==> config.mk <==
export PLATFORM = sky130hd
export DESIGN_NAME = fpu_ss
export DESIGN_NICKNAME = d
export VERILOG_FILES = /design/src/logic/fpu_ss_pkg.sv /design/src/logic/fpu_ss.sv /design/src/logic/fpu_ss_buffer.sv /design/src/logic/fpu_ss_controller.sv /design/src/logic/fpu_ss_exec_unit.sv /design/src/logic/fpu_ss_regfile.sv
export SDC_FILE = /design/constraint.sdc
export NUM_CORES = 1
export LEC_CHECK = 0
export BUFFER_PORTS_ARGS = -buffer_cell sky130_fd_sc_hd__buf_4
export CORE_MARGIN = 1.5
export CORE_UTILIZATION = 40
export CTS_BUF_LIST = sky130_fd_sc_hd__clkbuf_4
export CTS_CLUSTER_SIZE = 14
export DETAILED_ROUTE_END_ITERATION = 7
export PLACE_DENSITY = 0.55
export SLEW_MARGIN = 20
export SYNTH_ARGS = -nofsm -noshare
export SYNTH_HDL_FRONTEND = slang
export SYNTH_SLANG_ARGS = --single-unit
==> constraint.sdc <==
create_clock -name clk_i -period 17.2 [get_ports clk_i]
set_input_delay 1.72 -clock clk_i [delete_from_list [all_inputs] [get_ports clk_i]]
set_output_delay 1.72 -clock clk_i [all_outputs]
set_load 0.05 [all_outputs]
==> src/logic/fpu_ss_pkg.sv <==
/*
 * Shared widths and encodings for the coprocessor subsystem.
 * Operations are integer stand-ins for FP ops; DATA_W is fixed at 32.
 */
`default_nettype none

package fpu_ss_pkg;

    // Operand and result width, the reference model relies on 32 bits
    localparam int unsigned DATA_W = 32;

    // Register address width, eight floating-point registers
    localparam int unsigned REG_AW = 3;

    // Number of floating-point registers
    localparam int unsigned NUM_REGS = 2 ** REG_AW;

    // Coprocessor opcodes
    // ADD, SUB, MIN, MAX and MVWX write a register
    // MVXW and LT return a value to the host
    // CSRW only updates the control/status register
    typedef enum logic [2:0] {
        OP_ADD  = 3'd0,
        OP_SUB  = 3'd1,
        OP_MIN  = 3'd2,
        OP_MAX  = 3'd3,
        OP_LT   = 3'd4,
        OP_MVWX = 3'd5,
        OP_MVXW = 3'd6,
        OP_CSRW = 3'd7
    } op_e;

    // Controller state for the instruction at the buffer head
    // IDLE means not yet issued, INFLIGHT means held by the execution unit
    typedef enum logic {
        IDLE     = 1'b0,
        INFLIGHT = 1'b1
    } ctrl_state_e;

endpackage : fpu_ss_pkg

`default_nettype wire

==> src/logic/fpu_ss.sv <==
/*
 * Coprocessor subsystem top: buffer, controller, execution unit, registers.
 * BUF_DEPTH is a power of two, at least 2. Responses arrive in program order.
 */
`default_nettype none

module fpu_ss #(
    parameter int unsigned BUF_DEPTH = 4
) (
    input  logic                              clk_i,
    input  logic                              rst_ni,
    // Host issue port
    input  logic                              in_valid_i,
    output logic                              in_ready_o,
    input  fpu_ss_pkg::op_e                   in_op_i,
    input  logic [fpu_ss_pkg::REG_AW-1:0]     in_rd_i,
    input  logic [fpu_ss_pkg::REG_AW-1:0]     in_rs1_i,
    input  logic [fpu_ss_pkg::REG_AW-1:0]     in_rs2_i,
    input  logic [fpu_ss_pkg::DATA_W-1:0]     in_data_i,
    // Host response port
    output logic                              resp_valid_o,
    input  logic                              resp_ready_i,
    output logic [fpu_ss_pkg::DATA_W-1:0]     resp_data_o,
    output logic [fpu_ss_pkg::REG_AW-1:0]     resp_rd_o
);

    // Buffer head
    logic                          pop_valid;
    logic                          pop_ready;
    fpu_ss_pkg::op_e               head_op;
    logic [fpu_ss_pkg::REG_AW-1:0] head_rd;
    logic [fpu_ss_pkg::REG_AW-1:0] head_rs1;
    logic [fpu_ss_pkg::REG_AW-1:0] head_rs2;
    logic [fpu_ss_pkg::DATA_W-1:0] head_data;

    // Execution unit handshakes and result
    logic                          ex_in_valid;
    logic                          ex_in_ready;
    logic                          ex_out_valid;
    logic                          ex_out_ready;
    logic [fpu_ss_pkg::DATA_W-1:0] ex_out_data;

    // Register file ports
    logic [fpu_ss_pkg::DATA_W-1:0] rdata_a;
    logic [fpu_ss_pkg::DATA_W-1:0] rdata_b;
    logic                          fpr_we;
    logic [fpu_ss_pkg::REG_AW-1:0] fpr_waddr;

    fpu_ss_buffer #(
        .BUF_DEPTH (BUF_DEPTH)
    ) i_buffer (
        .clk_i       (clk_i),
        .rst_ni      (rst_ni),
        .in_valid_i  (in_valid_i),
        .in_ready_o  (in_ready_o),
        .in_op_i     (in_op_i),
        .in_rd_i     (in_rd_i),
        .in_rs1_i    (in_rs1_i),
        .in_rs2_i    (in_rs2_i),
        .in_data_i   (in_data_i),
        .pop_valid_o (pop_valid),
        .pop_ready_i (pop_ready),
        .head_op_o   (head_op),
        .head_rd_o   (head_rd),
        .head_rs1_o  (head_rs1),
        .head_rs2_o  (head_rs2),
        .head_data_o (head_data)
    );

    fpu_ss_controller i_controller (
        .clk_i          (clk_i),
        .rst_ni         (rst_ni),
        .pop_valid_i    (pop_valid),
        .pop_ready_o    (pop_ready),
        .head_op_i      (head_op),
        .head_rd_i      (head_rd),
        .ex_in_valid_o  (ex_in_valid),
        .ex_in_ready_i  (ex_in_ready),
        .ex_out_valid_i (ex_out_valid),
        .ex_out_ready_o (ex_out_ready),
        .fpr_we_o       (fpr_we),
        .fpr_waddr_o    (fpr_waddr),
        .resp_valid_o   (resp_valid_o),
        .resp_ready_i   (resp_ready_i),
        .resp_rd_o      (resp_rd_o)
    );

    // Operands are read from the registers named by the head
    fpu_ss_exec_unit i_exec_unit (
        .clk_i       (clk_i),
        .rst_ni      (rst_ni),
        .in_valid_i  (ex_in_valid),
        .in_ready_o  (ex_in_ready),
        .op_i        (head_op),
        .opa_i       (rdata_a),
        .opb_i       (rdata_b),
        .data_i      (head_data),
        .out_valid_o (ex_out_valid),
        .out_ready_i (ex_out_ready),
        .out_data_o  (ex_out_data)
    );

    fpu_ss_regfile i_regfile (
        .clk_i     (clk_i),
        .rst_ni    (rst_ni),
        .raddr_a_i (head_rs1),
        .raddr_b_i (head_rs2),
        .rdata_a_o (rdata_a),
        .rdata_b_o (rdata_b),
        .we_i      (fpr_we),
        .waddr_i   (fpr_waddr),
        .wdata_i   (ex_out_data)
    );

    // Response data is the held unit result
    assign resp_data_o = ex_out_data;

endmodule : fpu_ss

`default_nettype wire

==> src/logic/fpu_ss_buffer.sv <==
/*
 * Instruction FIFO between host issue port and controller.
 * BUF_DEPTH must be a power of two, at least 2. Push and pop may coincide.
 */
`default_nettype none

module fpu_ss_buffer #(
    parameter int unsigned BUF_DEPTH = 4
) (
    input  logic                                 clk_i,
    input  logic                                 rst_ni,
    // Host push side
    input  logic                                 in_valid_i,
    output logic                                 in_ready_o,
    input  fpu_ss_pkg::op_e                      in_op_i,
    input  logic [fpu_ss_pkg::REG_AW-1:0]        in_rd_i,
    input  logic [fpu_ss_pkg::REG_AW-1:0]        in_rs1_i,
    input  logic [fpu_ss_pkg::REG_AW-1:0]        in_rs2_i,
    input  logic [fpu_ss_pkg::DATA_W-1:0]        in_data_i,
    // Controller pop side
    output logic                                 pop_valid_o,
    input  logic                                 pop_ready_i,
    output fpu_ss_pkg::op_e                      head_op_o,
    output logic [fpu_ss_pkg::REG_AW-1:0]        head_rd_o,
    output logic [fpu_ss_pkg::REG_AW-1:0]        head_rs1_o,
    output logic [fpu_ss_pkg::REG_AW-1:0]        head_rs2_o,
    output logic [fpu_ss_pkg::DATA_W-1:0]        head_data_o
);

    // Index width plus one wrap bit to tell full from empty
    localparam int unsigned IDX_W = $clog2(BUF_DEPTH);
    localparam int unsigned PTR_W = IDX_W + 1;

    // Entry storage, one array per field
    fpu_ss_pkg::op_e                 op_mem   [BUF_DEPTH];
    logic [fpu_ss_pkg::REG_AW-1:0]   rd_mem   [BUF_DEPTH];
    logic [fpu_ss_pkg::REG_AW-1:0]   rs1_mem  [BUF_DEPTH];
    logic [fpu_ss_pkg::REG_AW-1:0]   rs2_mem  [BUF_DEPTH];
    logic [fpu_ss_pkg::DATA_W-1:0]   data_mem [BUF_DEPTH];

    logic [PTR_W-1:0] wr_ptr_q;
    logic [PTR_W-1:0] rd_ptr_q;
    logic             empty;
    logic             full;
    logic             push;
    logic             pop;

    // Same index with different wrap bits means every slot is taken
    assign empty = (wr_ptr_q == rd_ptr_q);
    assign full  = (wr_ptr_q[IDX_W-1:0] == rd_ptr_q[IDX_W-1:0]) &&
                   (wr_ptr_q[IDX_W] != rd_ptr_q[IDX_W]);

    assign in_ready_o  = ~full;
    assign pop_valid_o = ~empty;

    assign push = in_valid_i & in_ready_o;
    assign pop  = pop_valid_o & pop_ready_i;

    // Head fields come straight out of the slot at the read pointer
    assign head_op_o   = op_mem[rd_ptr_q[IDX_W-1:0]];
    assign head_rd_o   = rd_mem[rd_ptr_q[IDX_W-1:0]];
    assign head_rs1_o  = rs1_mem[rd_ptr_q[IDX_W-1:0]];
    assign head_rs2_o  = rs2_mem[rd_ptr_q[IDX_W-1:0]];
    assign head_data_o = data_mem[rd_ptr_q[IDX_W-1:0]];

    always_ff @(posedge clk_i, negedge rst_ni) begin
        if (!rst_ni) begin
            wr_ptr_q <= '0;
            rd_ptr_q <= '0;
        end else begin
            // Both pointers move independently, so a full buffer can
            // still accept nothing while draining one entry
            if (push) begin
                wr_ptr_q <= wr_ptr_q + 1'b1;
            end
            if (pop) begin
                rd_ptr_q <= rd_ptr_q + 1'b1;
            end
        end
    end

    // Write the incoming instruction into the slot at the write pointer
    always_ff @(posedge clk_i) begin
        if (push) begin
            op_mem[wr_ptr_q[IDX_W-1:0]]   <= in_op_i;
            rd_mem[wr_ptr_q[IDX_W-1:0]]   <= in_rd_i;
            rs1_mem[wr_ptr_q[IDX_W-1:0]]  <= in_rs1_i;
            rs2_mem[wr_ptr_q[IDX_W-1:0]]  <= in_rs2_i;
            data_mem[wr_ptr_q[IDX_W-1:0]] <= in_data_i;
        end
    end

endmodule : fpu_ss_buffer

`default_nettype wire

==> src/logic/fpu_ss_controller.sv <==
/*
 * Offload controller for the instruction at the buffer head.
 * Single issue, in order; retire, writeback and response share one cycle.
 */
`default_nettype none

module fpu_ss_controller (
    input  logic                              clk_i,
    input  logic                              rst_ni,
    // Buffer head
    input  logic                              pop_valid_i,
    output logic                              pop_ready_o,
    input  fpu_ss_pkg::op_e                   head_op_i,
    input  logic [fpu_ss_pkg::REG_AW-1:0]     head_rd_i,
    // Execution unit handshakes
    output logic                              ex_in_valid_o,
    input  logic                              ex_in_ready_i,
    input  logic                              ex_out_valid_i,
    output logic                              ex_out_ready_o,
    // Register file write port
    output logic                              fpr_we_o,
    output logic [fpu_ss_pkg::REG_AW-1:0]     fpr_waddr_o,
    // Host response channel
    output logic                              resp_valid_o,
    input  logic                              resp_ready_i,
    output logic [fpu_ss_pkg::REG_AW-1:0]     resp_rd_o
);

    fpu_ss_pkg::ctrl_state_e state_q;
    fpu_ss_pkg::ctrl_state_e state_d;

    logic is_rf_wr;
    logic is_resp;
    logic is_csr;
    logic issue;
    logic result_here;

    // Decode the head opcode into its destination class
    always_comb begin
        is_rf_wr = 1'b0;
        is_resp  = 1'b0;
        is_csr   = 1'b0;
        case (head_op_i)
            fpu_ss_pkg::OP_ADD,
            fpu_ss_pkg::OP_SUB,
            fpu_ss_pkg::OP_MIN,
            fpu_ss_pkg::OP_MAX,
            fpu_ss_pkg::OP_MVWX: is_rf_wr = 1'b1;
            fpu_ss_pkg::OP_MVXW,
            fpu_ss_pkg::OP_LT:   is_resp  = 1'b1;
            fpu_ss_pkg::OP_CSRW: is_csr   = 1'b1;
            default:             is_rf_wr = 1'b0;
        endcase
    end

    // The head goes to the unit once, while it has not been issued yet
    assign ex_in_valid_o = (state_q == fpu_ss_pkg::IDLE) & pop_valid_i;
    assign issue         = ex_in_valid_o & ex_in_ready_i;

    // A finished result that belongs to a valid head
    assign result_here = ex_out_valid_i & pop_valid_i;

    // Response is offered regardless of resp_ready_i so valid never
    // depends on ready; the unit keeps the data stable meanwhile
    assign resp_valid_o = result_here & is_resp;
    assign resp_rd_o    = head_rd_i;

    // Take the result when its destination can absorb it this cycle
    assign ex_out_ready_o = result_here & (is_rf_wr | is_csr | resp_ready_i);

    // Retire the head in the same cycle as the result transfer
    assign pop_ready_o = ex_out_ready_o;

    assign fpr_we_o    = ex_out_ready_o & is_rf_wr;
    assign fpr_waddr_o = head_rd_i;

    // Retire wins over issue, though the two cannot coincide since a
    // result only exists while the head is in flight
    always_comb begin
        state_d = state_q;
        if (pop_ready_o) begin
            state_d = fpu_ss_pkg::IDLE;
        end else if (issue) begin
            state_d = fpu_ss_pkg::INFLIGHT;
        end
    end

    always_ff @(posedge clk_i, negedge rst_ni) begin
        if (!rst_ni) begin
            state_q <= fpu_ss_pkg::IDLE;
        end else begin
            state_q <= state_d;
        end
    end

endmodule : fpu_ss_controller

`default_nettype wire

==> src/logic/fpu_ss_exec_unit.sv <==
/*
 * Stand-in execution unit with integer semantics, not IEEE-754.
 * One operation at a time. ADD/SUB take 2 cycles, the rest take 1.
 */
`default_nettype none

module fpu_ss_exec_unit (
    input  logic                              clk_i,
    input  logic                              rst_ni,
    input  logic                              in_valid_i,
    output logic                              in_ready_o,
    input  fpu_ss_pkg::op_e                   op_i,
    input  logic [fpu_ss_pkg::DATA_W-1:0]     opa_i,
    input  logic [fpu_ss_pkg::DATA_W-1:0]     opb_i,
    input  logic [fpu_ss_pkg::DATA_W-1:0]     data_i,
    output logic                              out_valid_o,
    input  logic                              out_ready_i,
    output logic [fpu_ss_pkg::DATA_W-1:0]     out_data_o
);

    // Unit occupancy: empty, waiting one more cycle, or holding a result
    typedef enum logic [1:0] {
        EX_EMPTY = 2'd0,
        EX_WAIT  = 2'd1,
        EX_DONE  = 2'd2
    } ex_state_e;

    ex_state_e state_q;

    fpu_ss_pkg::op_e               op_q;
    logic [fpu_ss_pkg::DATA_W-1:0] opa_q;
    logic [fpu_ss_pkg::DATA_W-1:0] opb_q;
    logic [fpu_ss_pkg::DATA_W-1:0] data_q;
    logic [fpu_ss_pkg::DATA_W-1:0] csr_q;
    logic                          accept;
    logic                          two_cycle;

    assign in_ready_o  = (state_q == EX_EMPTY);
    assign out_valid_o = (state_q == EX_DONE);
    assign accept      = in_valid_i & in_ready_o;

    // Add and subtract need the extra cycle
    assign two_cycle = (op_i == fpu_ss_pkg::OP_ADD) || (op_i == fpu_ss_pkg::OP_SUB);

    always_ff @(posedge clk_i, negedge rst_ni) begin
        if (!rst_ni) begin
            state_q <= EX_EMPTY;
            csr_q   <= '0;
        end else begin
            case (state_q)
                EX_EMPTY: begin
                    if (accept) begin
                        state_q <= two_cycle ? EX_WAIT : EX_DONE;
                    end
                end
                EX_WAIT:  state_q <= EX_DONE;
                EX_DONE: begin
                    if (out_ready_i) begin
                        state_q <= EX_EMPTY;
                    end
                end
                default:  state_q <= EX_EMPTY;
            endcase
            // The control/status register updates at acceptance
            if (accept && (op_i == fpu_ss_pkg::OP_CSRW)) begin
                csr_q <= data_i;
            end
        end
    end

    // Operands are captured once and stay put until the result is taken
    always_ff @(posedge clk_i) begin
        if (accept) begin
            op_q   <= op_i;
            opa_q  <= opa_i;
            opb_q  <= opb_i;
            data_q <= data_i;
        end
    end

    // Result from the latched operands, stable for the whole DONE phase
    always_comb begin
        case (op_q)
            fpu_ss_pkg::OP_ADD:  out_data_o = opa_q + opb_q;
            fpu_ss_pkg::OP_SUB:  out_data_o = opa_q - opb_q;
            fpu_ss_pkg::OP_MIN:  out_data_o = ($signed(opa_q) < $signed(opb_q)) ? opa_q : opb_q;
            fpu_ss_pkg::OP_MAX:  out_data_o = ($signed(opa_q) < $signed(opb_q)) ? opb_q : opa_q;
            fpu_ss_pkg::OP_LT: begin
                out_data_o = {{(fpu_ss_pkg::DATA_W-1){1'b0}},
                              ($signed(opa_q) < $signed(opb_q))};
            end
            fpu_ss_pkg::OP_MVWX: out_data_o = data_q;
            fpu_ss_pkg::OP_MVXW: out_data_o = opa_q;
            // Echo of the written CSR value, the controller discards it
            fpu_ss_pkg::OP_CSRW: out_data_o = csr_q;
            default:             out_data_o = '0;
        endcase
    end

endmodule : fpu_ss_exec_unit

`default_nettype wire

==> src/logic/fpu_ss_regfile.sv <==
/*
 * Eight-entry floating-point register file, 2 read ports, 1 write port.
 * Reads are combinational; a write shows from the next cycle on.
 */
`default_nettype none

module fpu_ss_regfile (
    input  logic                              clk_i,
    input  logic                              rst_ni,
    input  logic [fpu_ss_pkg::REG_AW-1:0]     raddr_a_i,
    input  logic [fpu_ss_pkg::REG_AW-1:0]     raddr_b_i,
    output logic [fpu_ss_pkg::DATA_W-1:0]     rdata_a_o,
    output logic [fpu_ss_pkg::DATA_W-1:0]     rdata_b_o,
    input  logic                              we_i,
    input  logic [fpu_ss_pkg::REG_AW-1:0]     waddr_i,
    input  logic [fpu_ss_pkg::DATA_W-1:0]     wdata_i
);

    logic [fpu_ss_pkg::DATA_W-1:0] regs_q [fpu_ss_pkg::NUM_REGS];

    // Registers start at zero so early readbacks are defined
    always_ff @(posedge clk_i, negedge rst_ni) begin
        if (!rst_ni) begin
            for (int i = 0; i < fpu_ss_pkg::NUM_REGS; i++) begin
                regs_q[i] <= '0;
            end
        end else if (we_i) begin
            regs_q[waddr_i] <= wdata_i;
        end
    end

    // No write-through bypass, the controller never reads a register
    // in the cycle it is written
    assign rdata_a_o = regs_q[raddr_a_i];
    assign rdata_b_o = regs_q[raddr_b_i];

endmodule : fpu_ss_regfile

`default_nettype wire
==> results by stage, run 1 <==
Synthesis:
- The mean instance size in the synthesized netlist is ~13 um^2.
- Of the synthesized area, sequential elements account for 0.530.
- Synthesis inferred 572 register bits.
- Yosys mapped the design onto between 100 and 150 distinct sky130hd cell types.
- The synthesized cell area is just under 30,000 um^2.
- Counting every net in the synthesized netlist gives around 2,300.
- The Yosys step of the flow raised 0 warnings.
- The dominant synthesized flop cell is sky130_fd_sc_hd__dfrtp_1.
- After technology mapping, the gate count stands at ~2,200.
- Yosys mapped a number of flops with a built-in enable equal to around 280.
- The share of flip-flops with an asynchronous set or reset after synthesis is 0.519.

Critical path:
- The count of buffering cells on the critical path with inverters included is 3.
- The kind of capture point of the worst setup path is a primary output.
- STA puts the critical path data arrival time at approximately 5.2 ns.
- The library cell appearing most often on the critical path is sky130_fd_sc_hd__buf_4.
- The critical path in this run is classified as flop to primary output.
- The maximum fanout along the worst path is 20.
- The cell at the slowest stage of the critical path is sky130_fd_sc_hd__nor3b_4.
- At the worst endpoint, the required time is 15.48 ns.
- The cell class contributing the biggest share of worst-path delay is compound AO/OA/AOI/OAI gates.
- The highest cell delay on the worst timing path is 0.58 ns.
- The type of origin of the critical path is a flop.
- Walking the worst path, the cells encountered are ha_1, inv_1, nor3_1, o21ai_0, a21oi_2, nor4_2, nor3b_4, buf_4, a222oi_1, o21ai_1, buf_4.

Timing:
- The post-route fraction of the period consumed by the critical path is 0.403.
- After routing, the total negative slack on setup checks comes to 0 ns.
- The minimum clock period is around 7 ns.
- The final worst clock skew is ~0.065 ns.
- The worst-margin pin slew is between 1 and 1.5 ns.
- Derived from the worst setup path, the maximum achievable clock frequency is between 100 and 150 MHz.
- The final-report setup violation count is 0.
- The final hold violation count is 0.
- Setup repair after global routing left no endpoint under its margin.
- The final max-slew violation count is 0.
- Headroom to the max-slew limit came out at 0.232.

Final layout:
- Of the cells placed in the final design, the portion with a size suffix greater than 1 is 0.334.
- The area growth from synthesis to layout is 12.6%.
- Leaving out fill and tap cells, the most frequent cell in the layout is sky130_fd_sc_hd__dfrtp_1.
- The library cells used most frequently in the layout, excluding fill and tap cells, are sky130_fd_sc_hd__dfrtp_1 (295), sky130_fd_sc_hd__edfxtp_1 (275), sky130_fd_sc_hd__clkbuf_4 (238).
- The number of nets in the final layout is roughly 2,500.

Placement:
- After legalization and detailed placement, the total HPWL measured 52.0 mm.
- The routability congestion estimate is approximately 0.9.
- Buffers placed on the I/O ports in this run total between 80 and 90.

Global routing:
- The first-pass GRT wire length is ~130 mm.
- In the global route stage, overall resource usage came out at 0.223.
- The initial antenna violation count came to 1.
- The largest net degree at the start of global routing is around 120.
- The number of global-route vias before repair is a little over 20,000.
- The aggregate global routing overflow is 0.

CTS:
- The TritonCTS clock tree is yes.
- At the later pin of the worst-skew pair, clock insertion delay measures roughly 1.0 ns.
- The clock-pin slew on the worst setup and hold paths is 0.06 ns.
- The clock buffer count from CTS is about 160.
- Once the clock tree was built, the setup fixing pass inserted 0 buffers.
- The quantity of hold-fixing buffers added after cts is 0.
- No sink is reached through more buffers than the 3 on the longest clock path.
- The H-tree generated during clock tree synthesis spans 4 levels.
- The count of clock tree sinks is ~570.
- The number of gates resized after CTS is 0.
- The buffer type at the clock tree root is sky130_fd_sc_hd__clkbuf_4.

Routing:
- The routed layout has 19,700 vias.
- For this run, the detailed router's first-pass iteration total came to 7.
- The detail route stage leaves a number of antenna-violating nets equal to 0.
- The vias per cell is 5.69.
- The first routing iteration left about 1,500 violations.
- In the routed design, unresolved DRC markers number 6.
- The average routed wire per standard cell is about 24 um.
- The total wire length is approximately 83 mm.

Die:
- The initial utilization of the core area, before any placement, comes to 0.405.
- The region available for standard cell placement spans ~73,000 um^2.
- The height of the die is around 270 um.
- The width of the die is 275 um.
- In this run the count of I/O pins placed on the die edge is 85.
- The die covers 75,600 um^2.
- The floorplan row count is 99.

Outcome:
- The run finished, with violations left.
- The final reports fail on design-rule violations.

Flow run:
- The reported max-cap violation count is 0.

Worst hold path:
- The min-delay analysis places its worst path in the category flop to flop.
## cell usage after synthesis (14+ instances only)
master	n	area (um^2)
sky130_fd_sc_hd__ha_1	68	851
sky130_fd_sc_hd__o21ai_0	106	531
sky130_fd_sc_hd__mux2_2	211	2380
sky130_fd_sc_hd__buf_2	23	115
sky130_fd_sc_hd__xnor2_1	31	272
sky130_fd_sc_hd__mux4_2	172	3870
sky130_fd_sc_hd__nand2_1	138	518
sky130_fd_sc_hd__buf_1	29	109
sky130_fd_sc_hd__nor3_1	19	95.1
sky130_fd_sc_hd__a31oi_1	14	87.6
sky130_fd_sc_hd__nor2_1	150	563
sky130_fd_sc_hd__nand3_1	15	75.1
sky130_fd_sc_hd__mux2i_1	40	400
sky130_fd_sc_hd__clkbuf_1	85	319
sky130_fd_sc_hd__dfrtp_1	297	7430
sky130_fd_sc_hd__edfxtp_1	275	8260
sky130_fd_sc_hd__inv_1	88	330
sky130_fd_sc_hd__nand2b_1	17	106
sky130_fd_sc_hd__a21oi_1	171	856
## sequential cells by signal (all words and copies together), names as in the netlist
signal and count:
i_buffer.data_mem 128, i_buffer.op_mem 12, i_buffer.rd_mem 12, i_buffer.rd_ptr_q 3, i_buffer.rs1_mem 12, i_buffer.rs2_mem 12
i_buffer.wr_ptr_q 3, i_controller.state_q 1, i_exec_unit.csr_q 32, i_exec_unit.data_q 32, i_exec_unit.op_q 3, i_exec_unit.opa_q 32
i_exec_unit.opb_q 32, i_exec_unit.state_q 2, i_regfile.regs_q 256
## worst paths after layout
check	from	endpoint	depth (start not counted)	slack [ns]
min in group asynchronous	rst_ni	i_regfile.regs_q[94]	1	0.82
hold reg to reg	i_buffer.wr_ptr_q[2]	i_buffer.wr_ptr_q[2]	1	0.49
setup / recovery	i_exec_unit.opa_q[19]	resp_data_o[17]	11	10.27
setup reg to reg	i_exec_unit.opa_q[19]	i_regfile.regs_q[17]	11	12.95
max in group asynchronous	rst_ni	i_regfile.regs_q[20]	3	14.11
hold / removal	i_buffer.wr_ptr_q[2]	i_buffer.wr_ptr_q[2]	1	0.49
## cell type report
type / count / area [um^2]
inverter: 92 / 345
fill: 6639 / 39800
multi-input combinational: 1419 / 13000
tap: 959 / 1200
clock buffer: 238 / 1790
antenna: 6 / 15.0
timing repair buffer: 118 / 893
sequential: 572 / 15700
clock inverter: 52 / 350
## per-stage QoR
step / utilization / std cells / hold slack (ns) / setup WS (ns) / cell area (um^2)
floorplan: - / 2226 / 0.448 / 4.86 / 29600
global placement: 0.426 / 3160 / 0.474 / 11.43 / 31200
detailed placement: 0.426 / 3160 / 0.481 / 11.37 / 31200
CTS: 0.456 / 3450 / 0.491 / 10.25 / 33300
global route: 0.456 / 3451 / 0.514 / 9.97 / 33300
finish: 0.456 / 3456 / 0.493 / 10.27 / 33300
## metal layers
| metal | share of wire | wire length, um | vias to the layer above | global-route usage |
|---|---|---|---|---|
| li1 | - | - | 8871 | - |
| met1 | 0.44 | 36300 | 10100 | 0.297 |
| met2 | 0.48 | 40100 | 553 | 0.360 |
| met3 | 0.050 | 4180 | 135 | 0.0463 |
| met4 | 0.027 | 2210 | 0 | 0.0811 |
| met5 | 0 | 0 | - | 0 |
## worst reg2reg max path: cells and delay by family, from the launching register on
kind | cells | cell delay (ns)
compound gates | 4 | 1.17
fa+ha+maj | 1 | 0.53
buf+inv | 2 | 0.66
mux | 1 | 0.29
simple gates | 3 | 1.06
flops | 1 | 0.43
## logic make-up (layout without fill, tap and decap cells)
| logic type | after synthesis | after routing | synth area share |
|---|---|---|---|
| AOI/OAI and AO/OA | 464 | 464 | 0.102 |
| xor gates and xnor gates | 38 | 38 | 0.0112 |
| adders and majority gates | 70 | 70 | 0.0301 |
| buffers and inverters | 235 | 500 | 0.0318 |
| DFF | 572 | 572 | 0.530 |
| muxes | 431 | 431 | 0.228 |
| other | 0 | 6 | 0 |
| and+or+nand+nor | 416 | 416 | 0.0657 |
Power of run 1 is not shown: default switching activity piles up to over one toggle a cycle in this logic, so the estimate is an artifact.
==> run 2, diff against run 1 <==
- ABC_AREA: unset -> 1
- clock period: 17.2 -> 6.7 ns (I/O delays scaled with it)
==> run 2 against run 1 <==
  * The run now ends clean
  * Cell count grew 52%
  * Count of clock-buffer cells in the layout grew 9
  * Sequential share of layout area shrank 3.5 points
  * First-iteration DRC count grew 63%
  * Register-to-register slack lost 10 ns
  * Sequential cell count is the same
  * Worst setup slack lost 9.2 ns
  * Utilization is essentially flat
  * Via count grew 42%
  * Critical path depth grew 9
  * Hold slack lost 0.28 ns
  * Wire length grew 24%
==> results by stage, run 2 <==
Timing:
- Setup violations remaining at the end of the flow were counted as 0.
- The final hold violation count is 0.
- The setup TNS is 0 ns.
- The relative max-transition margin is 0.260.
- The final max-slew violation count is 0.
- Subtracting the final worst setup slack from the clock period gives around 5.6 ns.
- Derived from the worst setup path, the maximum achievable clock frequency is 179 MHz.
- Setup repair after global routing left no endpoint under its margin.
- On the final layout, the worst clock skew is 0.0856 ns.
- After layout, the worst setup slack is 1.10 ns.
- The post-route fraction of the period consumed by the critical path is 0.835.
- The worst-margin pin slew is roughly 1.1 ns.

Global routing:
- The first global-routing pass estimated between 150 and 200 mm of wire.
- Across every metal layer, demand over resource in global routing totals 0.251.
- The initial antenna violation count was 3.
- The number of global-route vias before repair was around 26,000.
- For this run the aggregate overflow at the end of global routing stands at 0.
- Entering global routing, the biggest net connects about 140 pins.

Final layout:
- The synthesis-to-finish area growth is 12.8%.
- The multi-input combinational cells in the finished layout cover a total of 13,900 um^2.
- The total of fill cells in the finished design is about 8,000.
- In the layout the commonest cells are sky130_fd_sc_hd__nand2_1 (1,090), sky130_fd_sc_hd__o21ai_0 (439), sky130_fd_sc_hd__a21oi_1 (385).
- The number of cells in the finished layout apart from fillers is approximately 5,300.
- The number of flip-flops under the largest register name is between 200 and 300.
- The post-route standard cell area excluding fillers is 36,000 um^2.
- The number of nets in the final layout is ~4,200.
- The register with the most flip-flops in the final layout is i_regfile.regs_q.
- The sequential cells in the finished layout cover a total of 15,700 um^2.
- The fraction of final layout cells sized beyond drive strength 1 is 0.127.
- The library cell used most frequently in the layout, excluding fill and tap cells, is sky130_fd_sc_hd__nand2_1.

CTS:
- Buffers added to address setup during post-CTS repair amount to 0.
- The clock tree synthesis step divided the H-tree into 4 levels.
- At the later pin of the worst-skew pair, clock insertion delay measures approximately 1.1 ns.
- The clock passes through at most 3 buffers.
- The TritonCTS clock tree is yes.
- The clock-pin slew on the worst setup and hold paths is roughly 0.070 ns.
- Counting every sink on the clock net gives around 570.
- Post-CTS repair changed the size of 0 cells.
- Clock tree synthesis selected as its root buffer the cell sky130_fd_sc_hd__clkbuf_4.
- The quantity of hold-fixing buffers added after cts is 46.
- Clock tree synthesis inserted a total of approximately 160 buffers.

Outcome:
- The run finished with clean final reports.

Synthesis:
- The number of distinct library cell variants in the gate-level netlist after synthesis is 50.
- The number of enable-type register cells in the synthesized netlist is between 200 and 300.
- After synthesis, the cell types taking the most area are sky130_fd_sc_hd__edfxtp_1 (26%), sky130_fd_sc_hd__dfrtp_1 (23%), sky130_fd_sc_hd__nand2_1 (13%), sky130_fd_sc_hd__o21ai_0 (6.9%), sky130_fd_sc_hd__a21oi_1 (6.0%).
- The number of synthesized register bits is between 500 and 600.
- The fraction of the yosys area taken by sequential cells is 0.491.
- The mean instance size in the synthesized netlist is between 8 and 9 um^2.
- The share of flip-flops with an asynchronous set or reset after synthesis is 0.519.
- The number of nets handed over by synthesis was 4,091.
- The count of yosys warnings during synthesis is 0.
- The biggest area contributor in the post-synthesis netlist is sky130_fd_sc_hd__edfxtp_1.
- In the synthesized netlist, the cells that appear most often are sky130_fd_sc_hd__nand2_1 (1,090), sky130_fd_sc_hd__o21ai_0 (439), sky130_fd_sc_hd__a21oi_1 (385).
- The dominant synthesized flop cell is sky130_fd_sc_hd__dfrtp_1.
- The count of mapped cells out of synthesis is between 3,000 and 4,000.
- The synthesized netlist occupies a cell area of approximately 32,000 um^2.
- The share of synthesized area in the top cell type comes to 0.259.
- The most repeated cell in the gate-level netlist after synthesis is sky130_fd_sc_hd__nand2_1.

Die:
- The floorplan step defined a die boundary enclosing slightly above 80,000 um^2.
- The width of the die is around 290 um.
- The floorplan row count is between 100 and 150.
- The core region is 79,000 um^2.
- Pin placement for this block handled 85 I/O pins.
- For this configuration, the core starts out at a cell density of 0.404.
- The die is roughly 290 um tall.

Routing:
- The first routing iteration left between 2,000 and 2,500 violations.
- The first detailed-routing pass ran for 8 iterations.
- The total wire length is slightly above 100 mm.
- The average routed wire per standard cell is between 15 and 20 um.
- Using the TritonRoute via totals, the vias-per-cell ratio works out to between 5 and 6.
- The count of nets left with antenna violations once routing finished came out at 0.
- After detailed routing, the number of remaining DRC violations is 0.
- The routed via count is ~28,000.

Placement:
- The routability congestion estimate is between 1 and 1.5.
- Prior to clock tree synthesis, the placed netlist has a worst setup slack of 2.30 ns.
- Once detailed placement completed, the half-perimeter wirelength came to approximately 68 mm.
- The number of buffer cells added on primary ports is 84.
- The instance area at placement is between 30,000 and 40,000 um^2.
- Once placement completed, the tool counted placed cells totaling roughly 5,000.

Critical path:
- STA classifies the critical path endpoint as a primary output.
- The data arrival time at the worst-slack endpoint is approximately 4.9 ns.
- In this run the worst path has a maximum fanout of between 40 and 50.
- STA classifies the critical path startpoint as a flop.
- Among all stages on the critical path, the largest delay is contributed by sky130_fd_sc_hd__nand2_2.
- The cell class contributing the biggest share of worst-path delay is simple AND/OR/NAND/NOR gates.
- The number of buffers and inverters on the critical path is 4.
- Among the stages of the critical path, the cell type that occurs most often is sky130_fd_sc_hd__nand2_1.
- The type of the setup path with the least slack is flop to primary output.
- The worst path required time is approximately 6.0 ns.
- Traced cell by cell, the critical path runs through inv_1, ha_1, fa_1, inv_1, nand2_1, nand2_1, nand3_1, nand2_1, nand2_1, nand2_2, nand2_4, nand2_4, nand2_4, nand2_2, nand2_1, nand3_1, nand3_1, nand2_1, inv_1, buf_4.
- On the worst path, the slowest cell contributes a delay of roughly 0.74 ns.

Worst hold path:
- The class of the worst hold path is input pin to flop.

Flow run:
- The reported max-cap violation count is 0.
## run 2: cell types whose count changed after synthesis, moves of 35 or more
cell,before,now
sky130_fd_sc_hd__nand3_2,0,35
sky130_fd_sc_hd__nand3_1,15,120
sky130_fd_sc_hd__o21ai_0,106,439
sky130_fd_sc_hd__nor2_1,150,280
sky130_fd_sc_hd__inv_1,88,379
sky130_fd_sc_hd__o22ai_1,6,64
sky130_fd_sc_hd__a21oi_1,171,385
sky130_fd_sc_hd__nand2_1,138,1090
sky130_fd_sc_hd__mux2i_1,40,0
sky130_fd_sc_hd__a31oi_1,14,64
sky130_fd_sc_hd__o21ai_1,8,63
sky130_fd_sc_hd__buf_2,23,93
sky130_fd_sc_hd__mux2_2,211,2
sky130_fd_sc_hd__mux4_2,172,0
## run 2: area by class of cell
type	count	share of cell area
sequential	572	0.436
multi-input combinational	2771	0.386
clock buffer	247	0.0515
inverter	401	0.0418
timing repair buffer	177	0.0414
tap	1050	0.0365
clock inverter	40	0.00723
antenna	3	0.000208
## run 2: metrics by stage
step | hold WS, ns | util
6_report | 0.212 | 0.456
5_1_grt | 0.232 | 0.456
4_1_cts | 0.0886 | 0.456
3_5_place_dp | 0.465 | 0.423
3_3_place_gp | 0.463 | 0.423
2_1_floorplan | 0.374 | -
## run 2: cells by family (layout without fill, tap and decap cells)
family          Yosys count  count (layout)  share of synthesized area
flops                   572             572                      0.491
xor+xnor                 16              16                    0.00439
buf+inv                 630             865                     0.0798
other cells               0               3                          0
mux                       2               2                   0.000705
simple gates           1615            1615                      0.218
fa+ha+maj                70              70                     0.0279
compound gates         1068            1068                      0.178
## run 2: worst paths after layout
check / startpoint / endpoint / slack, ns / cells past startpoint
setup / recovery: i_exec_unit.opa_q[0] / resp_data_o[2] / 1.10 / 20
hold / removal: in_valid_i / i_buffer.wr_ptr_q[1] / 0.21 / 4
setup reg to reg: i_buffer.rd_ptr_q[0] / i_exec_unit.opb_q[21] / 2.66 / 11
hold reg to reg: i_regfile.regs_q[104] / i_regfile.regs_q[104] / 0.48 / 2
max in group asynchronous: rst_ni / i_buffer.rd_ptr_q[0] / 5.03 / 3
min in group asynchronous: rst_ni / i_regfile.regs_q[116] / 0.27 / 2
## run 2: tightest hold or removal path, delay by kind of cell
family	cells	cell delay, ns
buffers and inverters	1	0.08
AO/OA/AOI/OAI	1	0.04
AND/OR/NAND/NOR	2	0.46
## run 2: routing by layer
metal / GRT usage / share of wire / vias up
met5: 0.00465 / 0.00048 / -
li1: - / - / 13600
met2: 0.408 / 0.47 / 923
met4: 0.108 / 0.037 / 2
met1: 0.328 / 0.43 / 13100
met3: 0.0467 / 0.063 / 209
Power of run 2 is left out for the same reason.
